==> src/rtl/pov_display_settings.svh <==
// POV display sizes and timing
`ifndef POV_DISPLAY_SETTINGS_SVH
`define POV_DISPLAY_SETTINGS_SVH

// Number of LED driver serial lines
`define POV_NUM_DRIVERS 4

// Bits shifted into each driver per frame
`define POV_WORD_BITS 48

// Columns on the rotor
`define POV_NUM_COLUMNS 8

// Clk cycles per shift tick
`define POV_SHIFT_DIV 4

// Clk cycles per gray-scale clock half period
`define POV_GCLK_DIV 2

// Config latch length in ticks
`define POV_CFG_LATCH_TICKS 3

// SPI input synchronizer depth
`define POV_SYNC_STAGES 2

`endif

==> src/rtl/pov_display_pkg.sv <==
// POV display shared types
`include "pov_display_settings.svh"

package pov_display_pkg;

    // Host command opcodes, first byte of every SPI frame
    typedef enum logic [7:0] {
        WRITE_COLUMN  = 8'h01,
        WRITE_CONFIG  = 8'h02,
        SET_MUX       = 8'h03,
        READ_ROTATION = 8'h04
    } opcode_t;

    // Driver sequencer states
    typedef enum logic [2:0] {
        IDLE,
        LOAD,
        SHIFT,
        LATCH,
        ADVANCE
    } seq_state_t;

    // One serial word for one driver
    typedef logic [`POV_WORD_BITS-1:0] driver_word_t;

    // Decoded SPI frame, 72 bits
    typedef struct packed {
        opcode_t      opcode;
        logic [7:0]   index;
        driver_word_t payload;
        logic [7:0]   byte_count;
    } spi_cmd_t;

    // Shared driver pins plus one data line per driver
    typedef struct packed {
        logic                        sclk;
        logic                        gclk;
        logic                        lat;
        logic [`POV_NUM_DRIVERS-1:0] sin;
    } drv_bus_t;

    // One bit per column
    typedef logic [`POV_NUM_COLUMNS-1:0] column_mask_t;

endpackage

==> src/rtl/spi_command_receiver.sv <==
// SPI command receiver
`timescale 1ns/1ns
`include "pov_display_settings.svh"

module spi_command_receiver (
    input  logic                      clk,
    input  logic                      rst_n,
    input  logic                      spi_sclk,
    input  logic                      spi_cs_n,
    input  logic                      spi_mosi,
    output logic                      spi_miso,
    input  logic [15:0]               rotation,
    output pov_display_pkg::spi_cmd_t cmd,
    output logic                      cmd_valid
);
    localparam int S = `POV_SYNC_STAGES;

    // Top bit of sclk and cs chains holds the previous synced value
    logic [S:0]   sclk_q;
    logic [S:0]   cs_q;
    logic [S-1:0] mosi_q;
    logic         sclk_rise;
    logic         sclk_fall;
    logic         cs_rise;
    logic         cs_fall;
    logic         cs_active;
    logic [2:0]   bit_cnt;
    logic [7:0]   byte_cnt;
    logic [6:0]   shift_in;
    logic [7:0]   rx_byte;
    logic [7:0]   opcode;
    logic [7:0]   index;
    logic [15:0]  miso_shift;
    pov_display_pkg::driver_word_t payload;

    // Edge detect on the synced pins
    assign sclk_rise = sclk_q[S-1] & ~sclk_q[S];
    assign sclk_fall = ~sclk_q[S-1] & sclk_q[S];
    assign cs_rise   = cs_q[S-1] & ~cs_q[S];
    assign cs_fall   = ~cs_q[S-1] & cs_q[S];
    assign cs_active = ~cs_q[S-1];

    // Byte including the bit arriving now, MSB first
    assign rx_byte = {shift_in, mosi_q[S-1]};

    always_ff @(posedge clk) begin
        if (!rst_n) begin
            sclk_q <= '0;
            // Idle high so reset release gives no false frame end
            cs_q   <= '1;
            mosi_q <= '0;
        end else begin
            sclk_q <= {sclk_q[S-1:0], spi_sclk};
            cs_q   <= {cs_q[S-1:0], spi_cs_n};
            mosi_q <= {mosi_q[S-2:0], spi_mosi};
        end
    end

    // Bit and byte counters, MISO readback shifter
    always_ff @(posedge clk) begin
        if (!rst_n) begin
            bit_cnt    <= '0;
            byte_cnt   <= '0;
            miso_shift <= '0;
            spi_miso   <= 1'b0;
        end else if (cs_fall) begin
            bit_cnt    <= '0;
            byte_cnt   <= '0;
            miso_shift <= '0;
            spi_miso   <= 1'b0;
        end else if (cs_active && sclk_rise) begin
            bit_cnt <= bit_cnt + 3'd1;
            if (bit_cnt == 3'd7) begin
                byte_cnt <= byte_cnt + 8'd1;
                // Rotation snapshot taken as soon as the opcode completes
                if (byte_cnt == 8'd0 && rx_byte == pov_display_pkg::READ_ROTATION) begin
                    miso_shift <= rotation;
                end
            end
        end else if (cs_active && sclk_fall) begin
            // Mode 0, host samples on the following rising edge
            spi_miso   <= miso_shift[15];
            miso_shift <= {miso_shift[14:0], 1'b0};
        end
    end

    // Frame fields
    always_ff @(posedge clk) begin
        if (cs_fall) begin
            index   <= '0;
            payload <= '0;
        end else if (cs_active && sclk_rise) begin
            shift_in <= rx_byte[6:0];
            if (bit_cnt == 3'd7) begin
                if (byte_cnt == 8'd0) begin
                    opcode <= rx_byte;
                end else if (byte_cnt == 8'd1 && opcode == pov_display_pkg::WRITE_COLUMN) begin
                    index <= rx_byte;
                end else begin
                    // Right aligned, the last bytes win
                    payload <= {payload[`POV_WORD_BITS-9:0], rx_byte};
                end
            end
        end
        if (cs_rise) begin
            cmd.opcode     <= pov_display_pkg::opcode_t'(opcode);
            cmd.index      <= index;
            cmd.payload    <= payload;
            cmd.byte_count <= byte_cnt;
        end
    end

    always_ff @(posedge clk) begin
        if (!rst_n) begin
            cmd_valid <= 1'b0;
        end else begin
            cmd_valid <= cs_rise;
        end
    end

    // One strobe per frame
    assert property (@(posedge clk) disable iff (!rst_n) cmd_valid |=> !cmd_valid);

endmodule

==> src/rtl/command_decoder.sv <==
// SPI command decoder
`timescale 1ns/1ns
`include "pov_display_settings.svh"

module command_decoder (
    input  logic                                  clk,
    input  logic                                  rst_n,
    input  pov_display_pkg::spi_cmd_t             cmd,
    input  logic                                  cmd_valid,
    output logic                                  buf_we,
    output logic [$clog2(`POV_NUM_DRIVERS)-1:0]   buf_index,
    output pov_display_pkg::driver_word_t         buf_data,
    output pov_display_pkg::driver_word_t         cfg_word,
    output logic                                  cfg_pending,
    input  logic                                  cfg_taken,
    output pov_display_pkg::column_mask_t         mask
);
    localparam int IW         = $clog2(`POV_NUM_DRIVERS);
    localparam int WORD_BYTES = `POV_WORD_BITS / 8;

    logic col_ok;
    logic cfg_ok;
    logic mux_ok;

    // Opcode plus minimum byte count per command
    always_comb begin
        col_ok = cmd_valid && cmd.opcode == pov_display_pkg::WRITE_COLUMN &&
                 cmd.byte_count >= 8'(WORD_BYTES + 2) && cmd.index < `POV_NUM_DRIVERS;
        cfg_ok = cmd_valid && cmd.opcode == pov_display_pkg::WRITE_CONFIG &&
                 cmd.byte_count >= 8'(WORD_BYTES + 1);
        mux_ok = cmd_valid && cmd.opcode == pov_display_pkg::SET_MUX &&
                 cmd.byte_count >= 8'd2;
    end

    // Column write toward the buffer, one cycle after the command
    always_ff @(posedge clk) begin
        if (!rst_n) begin
            buf_we <= 1'b0;
        end else begin
            buf_we <= col_ok;
        end
    end

    always_ff @(posedge clk) begin
        if (col_ok) begin
            buf_index <= cmd.index[IW-1:0];
            buf_data  <= cmd.payload;
        end
    end

    // Config word and mask registers
    always_ff @(posedge clk) begin
        if (!rst_n) begin
            cfg_word    <= '0;
            cfg_pending <= 1'b0;
            mask        <= '0;
        end else begin
            if (cfg_ok) begin
                cfg_word <= cmd.payload;
            end
            // New config beats a take in the same cycle
            if (cfg_ok) begin
                cfg_pending <= 1'b1;
            end else if (cfg_taken) begin
                cfg_pending <= 1'b0;
            end
            if (mux_ok) begin
                mask <= cmd.payload[`POV_NUM_COLUMNS-1:0];
            end
        end
    end

    // Buffer index of a write is the whole host index, never an aliased one
    assert property (@(posedge clk) disable iff (!rst_n)
        buf_we |-> $past(cmd.index) == 8'(buf_index));

endmodule

==> src/rtl/column_buffer.sv <==
// Driver column word buffer
`timescale 1ns/1ns
`include "pov_display_settings.svh"

module column_buffer (
    input  logic                                clk,
    input  logic                                rst_n,
    input  logic                                we,
    input  logic [$clog2(`POV_NUM_DRIVERS)-1:0] index,
    input  pov_display_pkg::driver_word_t       data,
    output pov_display_pkg::driver_word_t       words [`POV_NUM_DRIVERS]
);

    // One word per driver, all read in parallel by the sequencer
    always_ff @(posedge clk) begin
        if (!rst_n) begin
            for (int i = 0; i < `POV_NUM_DRIVERS; i++) begin
                words[i] <= '0;
            end
        end else if (we) begin
            words[index] <= data;
        end
    end

endmodule

==> src/rtl/driver_sequencer.sv <==
// LED driver shift sequencer
`timescale 1ns/1ns
`include "pov_display_settings.svh"

module driver_sequencer (
    input  logic                          clk,
    input  logic                          rst_n,
    input  logic                          position_sync,
    input  logic                          cfg_pending,
    input  pov_display_pkg::driver_word_t cfg_word,
    input  pov_display_pkg::driver_word_t words [`POV_NUM_DRIVERS],
    input  logic                          tick,
    input  logic                          bits_done,
    output logic                          timer_run,
    output logic                          cfg_taken,
    output pov_display_pkg::drv_bus_t     drv,
    output logic                          column_ready
);
    localparam int W  = `POV_WORD_BITS;
    localparam int LW = $clog2(`POV_CFG_LATCH_TICKS);

    pov_display_pkg::seq_state_t   state;
    logic                          cfg_frame;
    logic [LW-1:0]                 latch_cnt;
    logic [LW-1:0]                 latch_last;
    pov_display_pkg::driver_word_t sreg [`POV_NUM_DRIVERS];

    // Config latch is longer than the data latch
    assign latch_last = cfg_frame ? LW'(`POV_CFG_LATCH_TICKS - 1) : '0;

    always_ff @(posedge clk) begin
        if (!rst_n) begin
            state     <= pov_display_pkg::IDLE;
            cfg_frame <= 1'b0;
            latch_cnt <= '0;
        end else begin
            case (state)
                pov_display_pkg::IDLE: begin
                    // Pulses outside IDLE are dropped
                    if (position_sync) begin
                        cfg_frame <= cfg_pending;
                        state     <= pov_display_pkg::LOAD;
                    end
                end
                pov_display_pkg::LOAD: begin
                    latch_cnt <= '0;
                    state     <= pov_display_pkg::SHIFT;
                end
                pov_display_pkg::SHIFT: begin
                    if (bits_done) begin
                        state <= pov_display_pkg::LATCH;
                    end
                end
                pov_display_pkg::LATCH: begin
                    if (tick) begin
                        if (latch_cnt == latch_last) begin
                            // Data frame follows a config frame without a pulse
                            if (cfg_frame) begin
                                cfg_frame <= 1'b0;
                                state     <= pov_display_pkg::LOAD;
                            end else begin
                                state <= pov_display_pkg::ADVANCE;
                            end
                        end else begin
                            latch_cnt <= latch_cnt + 1'b1;
                        end
                    end
                end
                pov_display_pkg::ADVANCE: begin
                    state <= pov_display_pkg::IDLE;
                end
                default: begin
                    state <= pov_display_pkg::IDLE;
                end
            endcase
        end
    end

    // Per-driver shift registers, MSB on the line
    always_ff @(posedge clk) begin
        if (!rst_n) begin
            for (int i = 0; i < `POV_NUM_DRIVERS; i++) begin
                sreg[i] <= '0;
            end
        end else begin
            for (int i = 0; i < `POV_NUM_DRIVERS; i++) begin
                if (state == pov_display_pkg::LOAD) begin
                    sreg[i] <= cfg_frame ? cfg_word : words[i];
                end else if (state == pov_display_pkg::SHIFT && tick) begin
                    sreg[i] <= {sreg[i][W-2:0], 1'b0};
                end
            end
        end
    end

    always_comb begin
        // Sclk pulse samples the bit set on the previous tick
        drv.sclk = (state == pov_display_pkg::SHIFT) && tick;
        // Gray-scale clock comes from the timer at top level
        drv.gclk = 1'b0;
        drv.lat  = (state == pov_display_pkg::LATCH);
        for (int i = 0; i < `POV_NUM_DRIVERS; i++) begin
            drv.sin[i] = sreg[i][W-1];
        end
    end

    assign timer_run    = (state == pov_display_pkg::SHIFT) || (state == pov_display_pkg::LATCH);
    assign cfg_taken    = (state == pov_display_pkg::LOAD) && cfg_frame;
    assign column_ready = (state == pov_display_pkg::ADVANCE);

    assert property (@(posedge clk) disable iff (!rst_n) !(drv.lat && drv.sclk));

endmodule

==> src/rtl/shift_timer.sv <==
// Shift tick and gray-scale clock timer
`timescale 1ns/1ns
`include "pov_display_settings.svh"

module shift_timer (
    input  logic clk,
    input  logic rst_n,
    input  logic run,
    output logic tick,
    output logic bits_done,
    output logic gclk
);
    localparam int PW = $clog2(`POV_SHIFT_DIV);
    localparam int GW = $clog2(`POV_GCLK_DIV);

    logic [PW-1:0] prescale;
    logic [5:0]    bit_cnt;
    logic [GW-1:0] gclk_cnt;

    assign tick = run && (prescale == PW'(`POV_SHIFT_DIV - 1));

    // High on the tick of the last bit
    assign bits_done = tick && (bit_cnt == 6'(`POV_WORD_BITS - 1));

    // Prescaler and bit count restart whenever run drops
    always_ff @(posedge clk) begin
        if (!rst_n) begin
            prescale <= '0;
            bit_cnt  <= '0;
        end else if (!run) begin
            prescale <= '0;
            bit_cnt  <= '0;
        end else begin
            prescale <= tick ? '0 : prescale + 1'b1;
            if (tick) begin
                bit_cnt <= bit_cnt + 6'd1;
            end
        end
    end

    // Free running gray-scale clock
    always_ff @(posedge clk) begin
        if (!rst_n) begin
            gclk_cnt <= '0;
            gclk     <= 1'b0;
        end else if (gclk_cnt == GW'(`POV_GCLK_DIV - 1)) begin
            gclk_cnt <= '0;
            gclk     <= ~gclk;
        end else begin
            gclk_cnt <= gclk_cnt + 1'b1;
        end
    end

endmodule

==> src/rtl/column_selector.sv <==
// Rotating column selector
`timescale 1ns/1ns
`include "pov_display_settings.svh"

module column_selector (
    input  logic                          clk,
    input  logic                          rst_n,
    input  logic                          column_ready,
    input  pov_display_pkg::column_mask_t mask,
    output pov_display_pkg::column_mask_t column_sel
);
    pov_display_pkg::column_mask_t pointer;

    // One-hot pointer starting at column 0
    always_ff @(posedge clk) begin
        if (!rst_n) begin
            pointer <= pov_display_pkg::column_mask_t'(1);
        end else if (column_ready) begin
            // Wrap from last column back to column 0
            pointer <= {pointer[`POV_NUM_COLUMNS-2:0], pointer[`POV_NUM_COLUMNS-1]};
        end
    end

    // Disabled columns stay dark
    assign column_sel = pointer & mask;

    assert property (@(posedge clk) disable iff (!rst_n) $onehot(pointer));

endmodule

==> src/rtl/pov_display_top.sv <==
// POV display control core
`timescale 1ns/1ns
`include "pov_display_settings.svh"

module pov_display_top (
    input  logic                          clk,
    input  logic                          rst_n,
    input  logic                          spi_sclk,
    input  logic                          spi_cs_n,
    input  logic                          spi_mosi,
    output logic                          spi_miso,
    input  logic [15:0]                   rotation,
    input  logic                          position_sync,
    output pov_display_pkg::drv_bus_t     drv,
    output pov_display_pkg::column_mask_t column_sel
);
    pov_display_pkg::spi_cmd_t                cmd;
    logic                                     cmd_valid;
    logic                                     buf_we;
    logic [$clog2(`POV_NUM_DRIVERS)-1:0]      buf_index;
    pov_display_pkg::driver_word_t            buf_data;
    pov_display_pkg::driver_word_t            cfg_word;
    logic                                     cfg_pending;
    logic                                     cfg_taken;
    pov_display_pkg::column_mask_t            mask;
    pov_display_pkg::driver_word_t            words [`POV_NUM_DRIVERS];
    logic                                     tick;
    logic                                     bits_done;
    logic                                     timer_run;
    logic                                     gclk;
    logic                                     column_ready;
    pov_display_pkg::drv_bus_t                seq_drv;

    // Host command path
    spi_command_receiver u_spi (
        .clk(clk), .rst_n(rst_n),
        .spi_sclk(spi_sclk), .spi_cs_n(spi_cs_n), .spi_mosi(spi_mosi), .spi_miso(spi_miso),
        .rotation(rotation), .cmd(cmd), .cmd_valid(cmd_valid)
    );

    command_decoder u_dec (
        .clk(clk), .rst_n(rst_n), .cmd(cmd), .cmd_valid(cmd_valid),
        .buf_we(buf_we), .buf_index(buf_index), .buf_data(buf_data),
        .cfg_word(cfg_word), .cfg_pending(cfg_pending), .cfg_taken(cfg_taken), .mask(mask)
    );

    column_buffer u_buf (
        .clk(clk), .rst_n(rst_n), .we(buf_we), .index(buf_index), .data(buf_data),
        .words(words)
    );

    // Driver shift path
    driver_sequencer u_seq (
        .clk(clk), .rst_n(rst_n), .position_sync(position_sync),
        .cfg_pending(cfg_pending), .cfg_word(cfg_word), .words(words),
        .tick(tick), .bits_done(bits_done), .timer_run(timer_run),
        .cfg_taken(cfg_taken), .drv(seq_drv), .column_ready(column_ready)
    );

    shift_timer u_timer (
        .clk(clk), .rst_n(rst_n), .run(timer_run),
        .tick(tick), .bits_done(bits_done), .gclk(gclk)
    );

    column_selector u_col (
        .clk(clk), .rst_n(rst_n), .column_ready(column_ready), .mask(mask),
        .column_sel(column_sel)
    );

    // Timer gray-scale clock replaces the sequencer's unused field
    always_comb begin
        drv      = seq_drv;
        drv.gclk = gclk;
    end

endmodule

==> config.mk <==
export PLATFORM = sky130hd
export DESIGN_NAME = pov_display_top
export DESIGN_NICKNAME = d
export VERILOG_FILES = /design/src/rtl/pov_display_pkg.sv /design/src/rtl/spi_command_receiver.sv /design/src/rtl/command_decoder.sv /design/src/rtl/column_buffer.sv /design/src/rtl/driver_sequencer.sv /design/src/rtl/shift_timer.sv /design/src/rtl/column_selector.sv /design/src/rtl/pov_display_top.sv
export VERILOG_INCLUDE_DIRS = /design/src /design/src/rtl
export SDC_FILE = /design/constraint.sdc
export NUM_CORES = 1
export LEC_CHECK = 0
export BUFFER_PORTS_ARGS = -buffer_cell sky130_fd_sc_hd__clkbuf_2
export CORE_MARGIN = 1.5
export CORE_UTILIZATION = 60
export DETAILED_ROUTE_END_ITERATION = 7
export MAX_ROUTING_LAYER = met4
export PLACE_DENSITY = 0.8
export SKIP_CTS_REPAIR_TIMING = 1
export SLEW_MARGIN = 20
export SYNTH_ARGS = -nofsm -noshare
export SYNTH_HDL_FRONTEND = slang
export SYNTH_SLANG_ARGS = --single-unit
==> constraint.sdc <==
create_clock -name clk -period 18.2 [get_ports clk]
set_input_delay 3.64 -clock clk [delete_from_list [all_inputs] [get_ports clk]]
set_output_delay 3.64 -clock clk [all_outputs]
set_load 0.005 [all_outputs]
==> flow_summary.ini, run 1 <==
[detailed_routing]
drc = 0
initialDrtViolationCount = 1678
drt-pass1-iter-count = 6
postRouteAntennaNets = 0
wl_um = 64000
num_vias = 19200
via_per_inst = 5.97
drt-wirelength-per-cell_um = 19.9

[synth]
synth_nets = 2632
synth_area_um2 = 28100
synth_async_sr_flop_share = 0
syn_avg_cell_area_um2 = 10.8
muxShareOfSynthArea = 0.0970
synth_simple_gate_area_frac = 0.132
synth-compound-area-share = 0.122
synth_top_family_by_area = simple AND/OR/NAND/NOR gates
synth_edf_count = 329
netlist_instances = 2603
synth_top_flop_cell = dfxtp_1
synth-adder-area-share = 0.00312
ys_ff_latch = 696
ys_seq_area_frac = 0.614
yosys_warnings = 0
synth_xor_area_frac = 0.00374
yosys.cell_types.count = 53

[timing]
setup_viol = 0
maxSlewHeadroom = 0.224
hold_viol = 0
fin_setup_tns_ns = 0
skew_ns = 0.0255
finalCriticalPeriod_ns = 6.49
max_freq_ghz = 0.154
period_share = 0.357
tightest_slew_ns = 1.16
maxSlewViolCount = 0
rsz0062_at_grt = false

[cells_and_area]
drive_above_1_share = 0.0825
area_growth_pct = 10.5
antenna_cells = 0
fin_area_um2 = 31000
nNetsFinal = 2578
fillers = 3305
final_cell_mix = nand2_1, dfxtp_1, edfxtp_1
layout_commonest_cell = nand2_1

[hold_path]
holdCritPathClass = reg -> reg
worstHoldStart = u_spi.cmd[57]$_DFFE_PP_

[critical_path]
critPathKind = in -> reg
arrival_ns = 6.85
cp_slowest_stage_delay_ns = 0.73
crit_slowest_cell = buf_4
crit_path_max_fanout = 117
cp_top_family = buffers and inverters
cpMostUsedCell = buf_4
worstSetupStartpointType = input port
reg2reg_from = u_timer.prescale[0]$_SDFF_PP0_
cp.required_ns = 18.56
cp-end-kind = register
crit_chain = buf_6 > buf_4 > nand2_4 > buf_4 > o21ai_0
cp.buffers_inverters = 3
cp-startpoint = rst_n

[die]
die_w_um = 219
num_io_pins = 38
start_util = 0.605
std_cell_rows = 79
chipHeight_um = 219
core_um2 = 46400
die-area_um2 = 48100

[status]
status = finished clean

[global_route]
antenna_found_initial = 0
met3_usage = 0.0462
grt_first_pass_wirelength_um = 101000
grt_pass1_vias = 19400
grt_overflow_total = 0
grt_use_met2 = 0.468
grt_max_degree = 129
grt_busiest_layer = met2
grt_usage = 0.278
grt_use_met1 = 0.336

[placed_design]
port_buffers = 37
hpwl_um = 35500
dpl-instance-area_um2 = 28500
gp_congestion = 0.800

[cts]
h-tree-depth = 3
cts-root-buf = clkbuf_16
cts.path.max_buffers = 3
clock_latency_ns = 0.61
clock_sink_count = 696
cts_inserted_buffers = 70
clk_pin_slew_ns = 0.06
cts_tree = yes

[power_and_ir_drop]
ir_drop_mv = 0.121
p_per_area_nw_per_um2 = 105
p_leak_nw = 9.67

[job]
maxCapViolations = 0
## per-stage QoR
stage               hold slack, ns  utilization  std cells  setup WS, ns  total power, mW
floorplan                    0.386            -       2603          8.23             1.75
global placement             0.394        0.616       3083         11.34             1.76
detailed placement           0.411        0.616       3083         11.27             1.76
CTS                          0.425        0.669       3213         11.81             3.26
global route                 0.433        0.669       3214         11.53             3.33
finish                       0.425        0.669       3214         11.71             3.25
## state kept, by name, summed over array words and instances, names as in the netlist, 16 cells and up
register / cells
u_buf.words: 192
u_spi.cmd: 72
u_seq.sreg: 192
u_dec.cfg_word: 48
u_spi.miso_shift: 16
u_spi.payload: 48
u_dec.buf_data: 48
## final timing paths
kind | end | slack (ns) | cells after the start
min reg2reg | u_dec.buf_index[1]$_DFFE_PP_ | 0.42 | 0
max reg2reg | u_seq.sreg[2][27]$_SDFFCE_PN0P_ | 14.89 | 5
max | u_seq.sreg[3][35]$_DFFE_PP_ | 11.71 | 5
min | u_dec.buf_index[1]$_DFFE_PP_ | 0.42 | 0
## cells by family (layout without fill, tap and decap cells)
| family | Yosys count | count (layout) |
|---|---|---|
| flip-flops | 696 | 696 |
| adder cells (fa/ha/maj) | 7 | 7 |
| AND/OR/NAND/NOR | 881 | 881 |
| buffers and inverters | 193 | 197 |
| AO/OA/AOI/OAI | 544 | 544 |
| multiplexers | 270 | 270 |
| XOR/XNOR | 12 | 12 |
## per-layer routing
| layer | part of all wire | vias up |
|---|---|---|
| li1 | - | 8958 |
| met1 | 0.41 | 9342 |
| met2 | 0.50 | 730 |
| met3 | 0.068 | 167 |
| met4 | 0.030 | 0 |
| met5 | 0 | - |
## report_power, final
part / switching (mW) / internal (mW) / total, mW
Combinational: 0.0382 / 0.0144 / 0.0526
Sequential: 0.0130 / 1.67 / 1.68
Clock: 0.599 / 0.916 / 1.52
Total: 0.650 / 2.60 / 3.25
## layout make-up
class	count	area (µm²)	area share
clock inverters	29	397	0.0128
multi-input cells	1714	10100	0.327
flip-flops and latches	696	17200	0.555
well taps	607	759	0.0245
inverters	3	11.3	0.000363
clock buffers	101	2050	0.0661
repair buffers	64	434	0.0140
## Yosys cell counts (2+ instances only)
cell type | number | area share
nor4_1 | 4 | 0.00089
buf_4 | 7 | 0.0019
a21boi_1 | 14 | 0.0037
or3_1 | 2 | 0.00045
nand2_1 | 693 | 0.093
nor4b_1 | 2 | 0.00062
ha_1 | 7 | 0.0031
nor2_1 | 25 | 0.0033
buf_2 | 28 | 0.0050
or2_2 | 2 | 0.00045
nand4_1 | 14 | 0.0031
o221ai_1 | 2 | 0.00062
nor3b_1 | 5 | 0.0013
and3_1 | 6 | 0.0013
a21oi_1 | 19 | 0.0034
a21boi_0 | 244 | 0.065
inv_1 | 3 | 0.00040
buf_6 | 2 | 0.00080
or4_1 | 2 | 0.00053
xor2_1 | 6 | 0.0019
clkbuf_2 | 3 | 0.00053
nand2b_1 | 10 | 0.0022
mux2_2 | 15 | 0.0060
clkbuf_1 | 143 | 0.019
nand3b_1 | 4 | 0.0011
xnor2_1 | 6 | 0.0019
mux2i_1 | 255 | 0.091
and2_1 | 18 | 0.0040
and4b_1 | 3 | 0.0011
dfxtp_1 | 367 | 0.26
nor3_1 | 7 | 0.0012
nand3_1 | 64 | 0.011
nor2b_1 | 7 | 0.0016
edfxtp_1 | 329 | 0.35
buf_1 | 7 | 0.00094
nand4b_1 | 3 | 0.00094
and3b_1 | 4 | 0.0012
o21ai_0 | 256 | 0.046
Power figures use the tool's default switching activity.
==> inputs of run 2 (changes only) <==
==> constraint.sdc (replaced) <==
create_clock -name clk -period 6.05 [get_ports clk]
set_input_delay 1.21 -clock clk [delete_from_list [all_inputs] [get_ports clk]]
set_output_delay 1.21 -clock clk [all_outputs]
set_load 0.005 [all_outputs]
==> flow_summary.ini, run 2 (synthesis results as in run 1) <==
[die]
die-area_um2 = 48100
die_w_um = 219
core_um2 = 46400
start_util = 0.605
num_io_pins = 38
std_cell_rows = 79
chipHeight_um = 219

[cells_and_area]
area_growth_pct = 9.84
reg_top3 = u_buf.words (192), u_seq.sreg (192), u_spi.cmd (72)
fillers = 3328
antenna_cells = 0
nNetsFinal = 2576
final-instance-count-excl-fill = 3211
layout_commonest_cell = nand2_1
final_cell_mix = nand2_1, dfxtp_1, edfxtp_1
drive_above_1_share = 0.0791

[detailed_routing]
initialDrtViolationCount = 1830
drt-wirelength-per-cell_um = 19.7
via_per_inst = 5.99
wl_um = 63300
drc = 0
num_vias = 19200
drt-pass1-iter-count = 6
postRouteAntennaNets = 0

[job]
maxCapViolations = 0

[power_and_ir_drop]
ir_drop_mv = 0.257
p_leak_nw = 9.59
p_per_area_nw_per_um2 = 307
power_mw = 9.47

[timing]
period_share = 0.561
setup_viol = 0
skew_ns = 0.0200
max_freq_ghz = 0.294
maxSlewViolCount = 0
fin_setup_tns_ns = 0
maxSlewHeadroom = 0.264
final.setup.worst_slack_ns = 2.65
finalCriticalPeriod_ns = 3.40
rsz0062_at_grt = false
tightest_slew_ns = 1.10
hold_viol = 0

[cts]
h-tree-depth = 3
clock_latency_ns = 0.60
cts-root-buf = clkbuf_16
clk_pin_slew_ns = 0.06
clock_sink_count = 696
cts_tree = yes
cts.path.max_buffers = 3
cts_inserted_buffers = 70

[critical_path]
crit_path_max_fanout = 13
worstSetupStartpointType = register
arrival_ns = 2.19
crit_slowest_cell = ha_1
critPathKind = reg -> out
cp_slowest_stage_delay_ns = 0.45
crit_chain = ha_1 > nand3b_1 > nor2_1 > clkbuf_2
cp-end-kind = primary output
rrSetupSlack_ns = 2.77
cp.required_ns = 4.84

[global_route]
antenna_found_initial = 0
grt_first_pass_wirelength_um = 101000
grt_usage = 0.276
grt_pass1_vias = 19000
grt_overflow_total = 0
grt_max_degree = 189

[hold_path]
holdCritPathClass = reg -> reg

[placed_design]
gp_congestion = 0.775
pre_cts_slack_ns = 2.40
port_buffers = 37
dp.cells = 3082
hpwl_um = 34200

[status]
status = finished clean
==> run 2: layout make-up <==
class,count,area [µm²],share of cell area
clock inverter,20,135,0.00438
timing repair buffer,62,404,0.0131
sequential,696,17200,0.559
tap,607,759,0.0246
inverter,3,11.3,0.000365
clock buffer,109,2150,0.0696
multi-input combinational,1714,10100,0.329
==> run 2: worst paths after layout <==
path,startpoint,endpoint,depth (start not counted)
max,u_timer.prescale[0]$_SDFF_PP0_,drv[6],4
min,u_spi.payload[9]$_SDFFE_PP0P_,u_spi.cmd[17]$_DFFE_PP_,0
max reg2reg,u_spi.cmd[65]$_DFFE_PP_,u_dec.buf_data[33]$_DFFE_PP_,4
min reg2reg,u_spi.payload[9]$_SDFFE_PP0P_,u_spi.cmd[17]$_DFFE_PP_,0
==> run 2: report_power, final <==
part	internal, mW	switching (mW)
combinational	0.0435	0.114
clock	2.49	1.77
sequential	5.01	0.0388
total	7.55	1.92
==> run 2: worst max-delay path, delay by kind of cell (launching register included) <==
family                   cells  cell delay, ns
AND/OR/NAND/NOR              2            0.66
adder cells (fa/ha/maj)      1            0.45
buffers and inverters        1            0.15
flip-flops                   1            0.34
==> run 2: through the flow <==
step | hold WS, ns | cell area [µm²] | util
6_report | 0.419 | 30800 | 0.665
5_1_grt | 0.428 | 30800 | 0.665
4_1_cts | 0.427 | 30800 | 0.665
3_5_place_dp | 0.414 | 28600 | 0.616
3_3_place_gp | 0.393 | 28600 | 0.616
2_1_floorplan | 0.386 | 28100 | -
==> run 2: layer usage <==
layer,vias to the layer above,GRT usage,share of wire
met4,0,0.0865,0.026
li1,8948,-,-
met5,-,-,0
met1,9404,0.354,0.41
met3,124,0.0423,0.071
met2,762,0.452,0.49
==> inputs of run 3 (changes only) <==
--- a/config.mk
+++ b/config.mk
@@ -6,9 +6,10 @@
 export SDC_FILE = /design/constraint.sdc
 export NUM_CORES = 1
 export LEC_CHECK = 0
+export ABC_AREA = 1
 export BUFFER_PORTS_ARGS = -buffer_cell sky130_fd_sc_hd__clkbuf_2
 export CORE_MARGIN = 1.5
-export CORE_UTILIZATION = 60
+export CORE_UTILIZATION = 57
 export DETAILED_ROUTE_END_ITERATION = 7
 export MAX_ROUTING_LAYER = met4
 export PLACE_DENSITY = 0.8
==> constraint.sdc (replaced) <==
create_clock -name clk -period 2.8 [get_ports clk]
set_input_delay 0.56 -clock clk [delete_from_list [all_inputs] [get_ports clk]]
set_output_delay 0.56 -clock clk [all_outputs]
set_load 0.005 [all_outputs]
==> flow_summary.ini, run 3 <==
[status]
status = finished clean

[critical_path]
cp_slowest_stage_delay_ns = 0.56
r2r_end = u_seq.sreg[3][37]$_DFFE_PP_
cp.required_ns = 2.24
crit_path_max_fanout = 6
arrival_ns = 1.75
cp_top_family = flip-flops
cp-end-kind = primary output
crit_chain = nand2_1 > nor2_2 > clkbuf_2
ff2ff_path_depth = 11
critPathKind = reg -> out
cp.buffers_inverters = 1
cp.depth = 3
crit_slowest_cell = dfxtp_1
reg2reg_from = u_timer.prescale[0]$_SDFF_PP0_
rrSetupSlack_ns = 0.67
worstSetupStartpointType = register

[hold_path]
hold_path_end = u_spi.sclk_q[0]$_SDFF_PN0_
hold_depth = 3
worstHoldStart = spi_sclk
holdCritPathClass = in -> reg

[synth]
synth_nets = 3185
syn_avg_cell_area_um2 = 9.00
synth_edf_count = 329
yosys_warnings = 0
synth_area_um2 = 28400
yosys.cell_types.count = 36
ys_seq_area_frac = 0.607
ys_ff_latch = 696
synth_common_cells = nor2_1, o21ai_0, dfxtp_1
netlist_instances = 3156
synth_largest_area_cell = edfxtp_1
synth_most_common_cell = nor2_1
yosysTopAreaCellShare = 0.348
synth.area.top_cells = edfxtp_1, dfxtp_1, nor2_1
synth_top_flop_cell = dfxtp_1
synth_async_sr_flop_share = 0

[cells_and_area]
nNetsFinal = 3135
final_cell_mix = nor2_1, o21ai_0, dfxtp_1
reg_top3 = u_buf.words (192), u_seq.sreg (192), u_spi.cmd (72)
drive_above_1_share = 0.0715
area_growth_pct = 9.70
layout_commonest_cell = nor2_1
antenna_cells = 0

[timing]
maxSlewViolCount = 0
maxSlewHeadroom = 0.466
fin_setup_tns_ns = 0
setup_viol = 0
period_share = 0.825
rsz0062_at_grt = false
max_freq_ghz = 0.433
finalCriticalPeriod_ns = 2.31
tightest_slew_ns = 0.799
skew_ns = 0.0221
hold_viol = 0

[die]
num_io_pins = 38
die-area_um2 = 51200
std_cell_rows = 81
start_util = 0.579
chipHeight_um = 226
die_w_um = 226
core_um2 = 49100

[detailed_routing]
wl_um = 66100
drt-wirelength-per-cell_um = 17.3
num_vias = 21900
postRouteAntennaNets = 0
drc = 0
via_per_inst = 5.72
initialDrtViolationCount = 2715
drt-pass1-iter-count = 6

[cts]
cts-root-buf = clkbuf_16
cts_tree = yes
clk_pin_slew_ns = 0.06
cts.path.max_buffers = 3
h-tree-depth = 3
cts_inserted_buffers = 71
clock_sink_count = 696
clock_latency_ns = 0.62

[power_and_ir_drop]
power_mw = 22.8
ir_drop_mv = 0.612
p_leak_nw = 12.9
p_per_area_nw_per_um2 = 733

[placed_design]
port_buffers = 37
gp_congestion = 0.846
hpwl_um = 38700

[global_route]
antenna_found_initial = 0
grt_pass1_vias = 21200
grt_usage = 0.269
grt_max_degree = 153
grt_overflow_total = 0
grt_first_pass_wirelength_um = 106000

[job]
maxCapViolations = 0
==> run 3: cell count changes after synthesis, sizes merged, moves of 53 or more <==
cell	previous run	this run
nor2	25	559
nand2	693	311
inv	3	315
o21ai	256	567
a21oi	19	319
a21boi	258	1
mux2i	255	0
nand3	64	139
buf	44	97
==> run 3: per-layer routing <==
metal / wire length [µm] / vias to the layer above / part of all wire / track usage
li1: - / 10400 / - / -
met1: 26200 / 10300 / 0.40 / 0.332
met2: 31900 / 997 / 0.48 / 0.441
met3: 5550 / 211 / 0.084 / 0.0442
met4: 2480 / 0 / 0.037 / 0.115
met5: 0 / - / 0 / -
==> run 3: worst max-delay path by stage <==
| stage | from | end | slack (ns) |
|---|---|---|---|
| final | u_seq.state[0]$_SDFFE_PN0P_ | drv[4] | 0.49 |
| after floorplan | rst_n | u_seq.sreg[0][0]$_SDFFCE_PP0P_ | 0.007 |
| after detailed placement | rst_n | u_seq.sreg[0][47]$_SDFFCE_PN0P_ | 0.68 |
| after global placement | rst_n | u_seq.sreg[2][47]$_SDFFCE_PN0P_ | 0.68 |
| after global routing | u_seq.state[0]$_SDFFE_PN0P_ | drv[4] | 0.43 |
| after CTS | u_seq.state[0]$_SDFFE_PN0P_ | drv[4] | 0.48 |
==> run 3: layout make-up <==
type,instances,area (µm²)
fill,3849,17900
sequential,696,17200
multi-input combinational,1931,8810
clock buffer,103,2040
inverter,315,1190
timing repair buffer,91,835
tap,664,831
clock inverter,27,223
==> run 3: cell families (layout without fill, tap and decap cells) <==
group                    Yosys count  in the layout  share of synthesized area
AO/OA/AOI/OAI                    888            888                      0.157
AND/OR/NAND/NOR                 1033           1033                      0.147
XOR/XNOR                           3              3                   0.000925
buffers and inverters            529            536                     0.0855
flip-flops                       696            696                      0.607
adder cells (fa/ha/maj)            7              7                    0.00308
==> run 3: worst reg2reg max path, stage by stage, from the launching register on <==
cell     delay (ns)
dfxtp_1        0.35
ha_2           0.22
inv_2          0.07
nor2_4         0.16
inv_4          0.07
nor2_8         0.11
nand2_8        0.12
buf_12         0.25
inv_2          0.13
buf_4          0.27
nand2_1        0.12
o21ai_0        0.10
==> run 3: stage by stage <==
step,instances,setup WS [ns],cell area [µm²],hold slack (ns),util
detailed placement,3697,0.683,28900,0.398,0.589
floorplan,3156,0.00716,28400,0.390,-
finish,3827,0.491,31200,0.161,0.635
CTS,3827,0.483,31200,0.144,0.635
global placement,3697,0.677,28900,0.397,0.589
global route,3827,0.425,31200,0.166,0.635
==> run 3: power breakdown <==
part           leakage, nW  switching, mW  total, mW  internal [mW]
Sequential            6.23          0.298       11.7           11.4
Combinational         5.55           1.49       1.88          0.398
Clock                 1.11           3.89       9.25           5.35
Total                 12.9           5.68       22.8           17.2
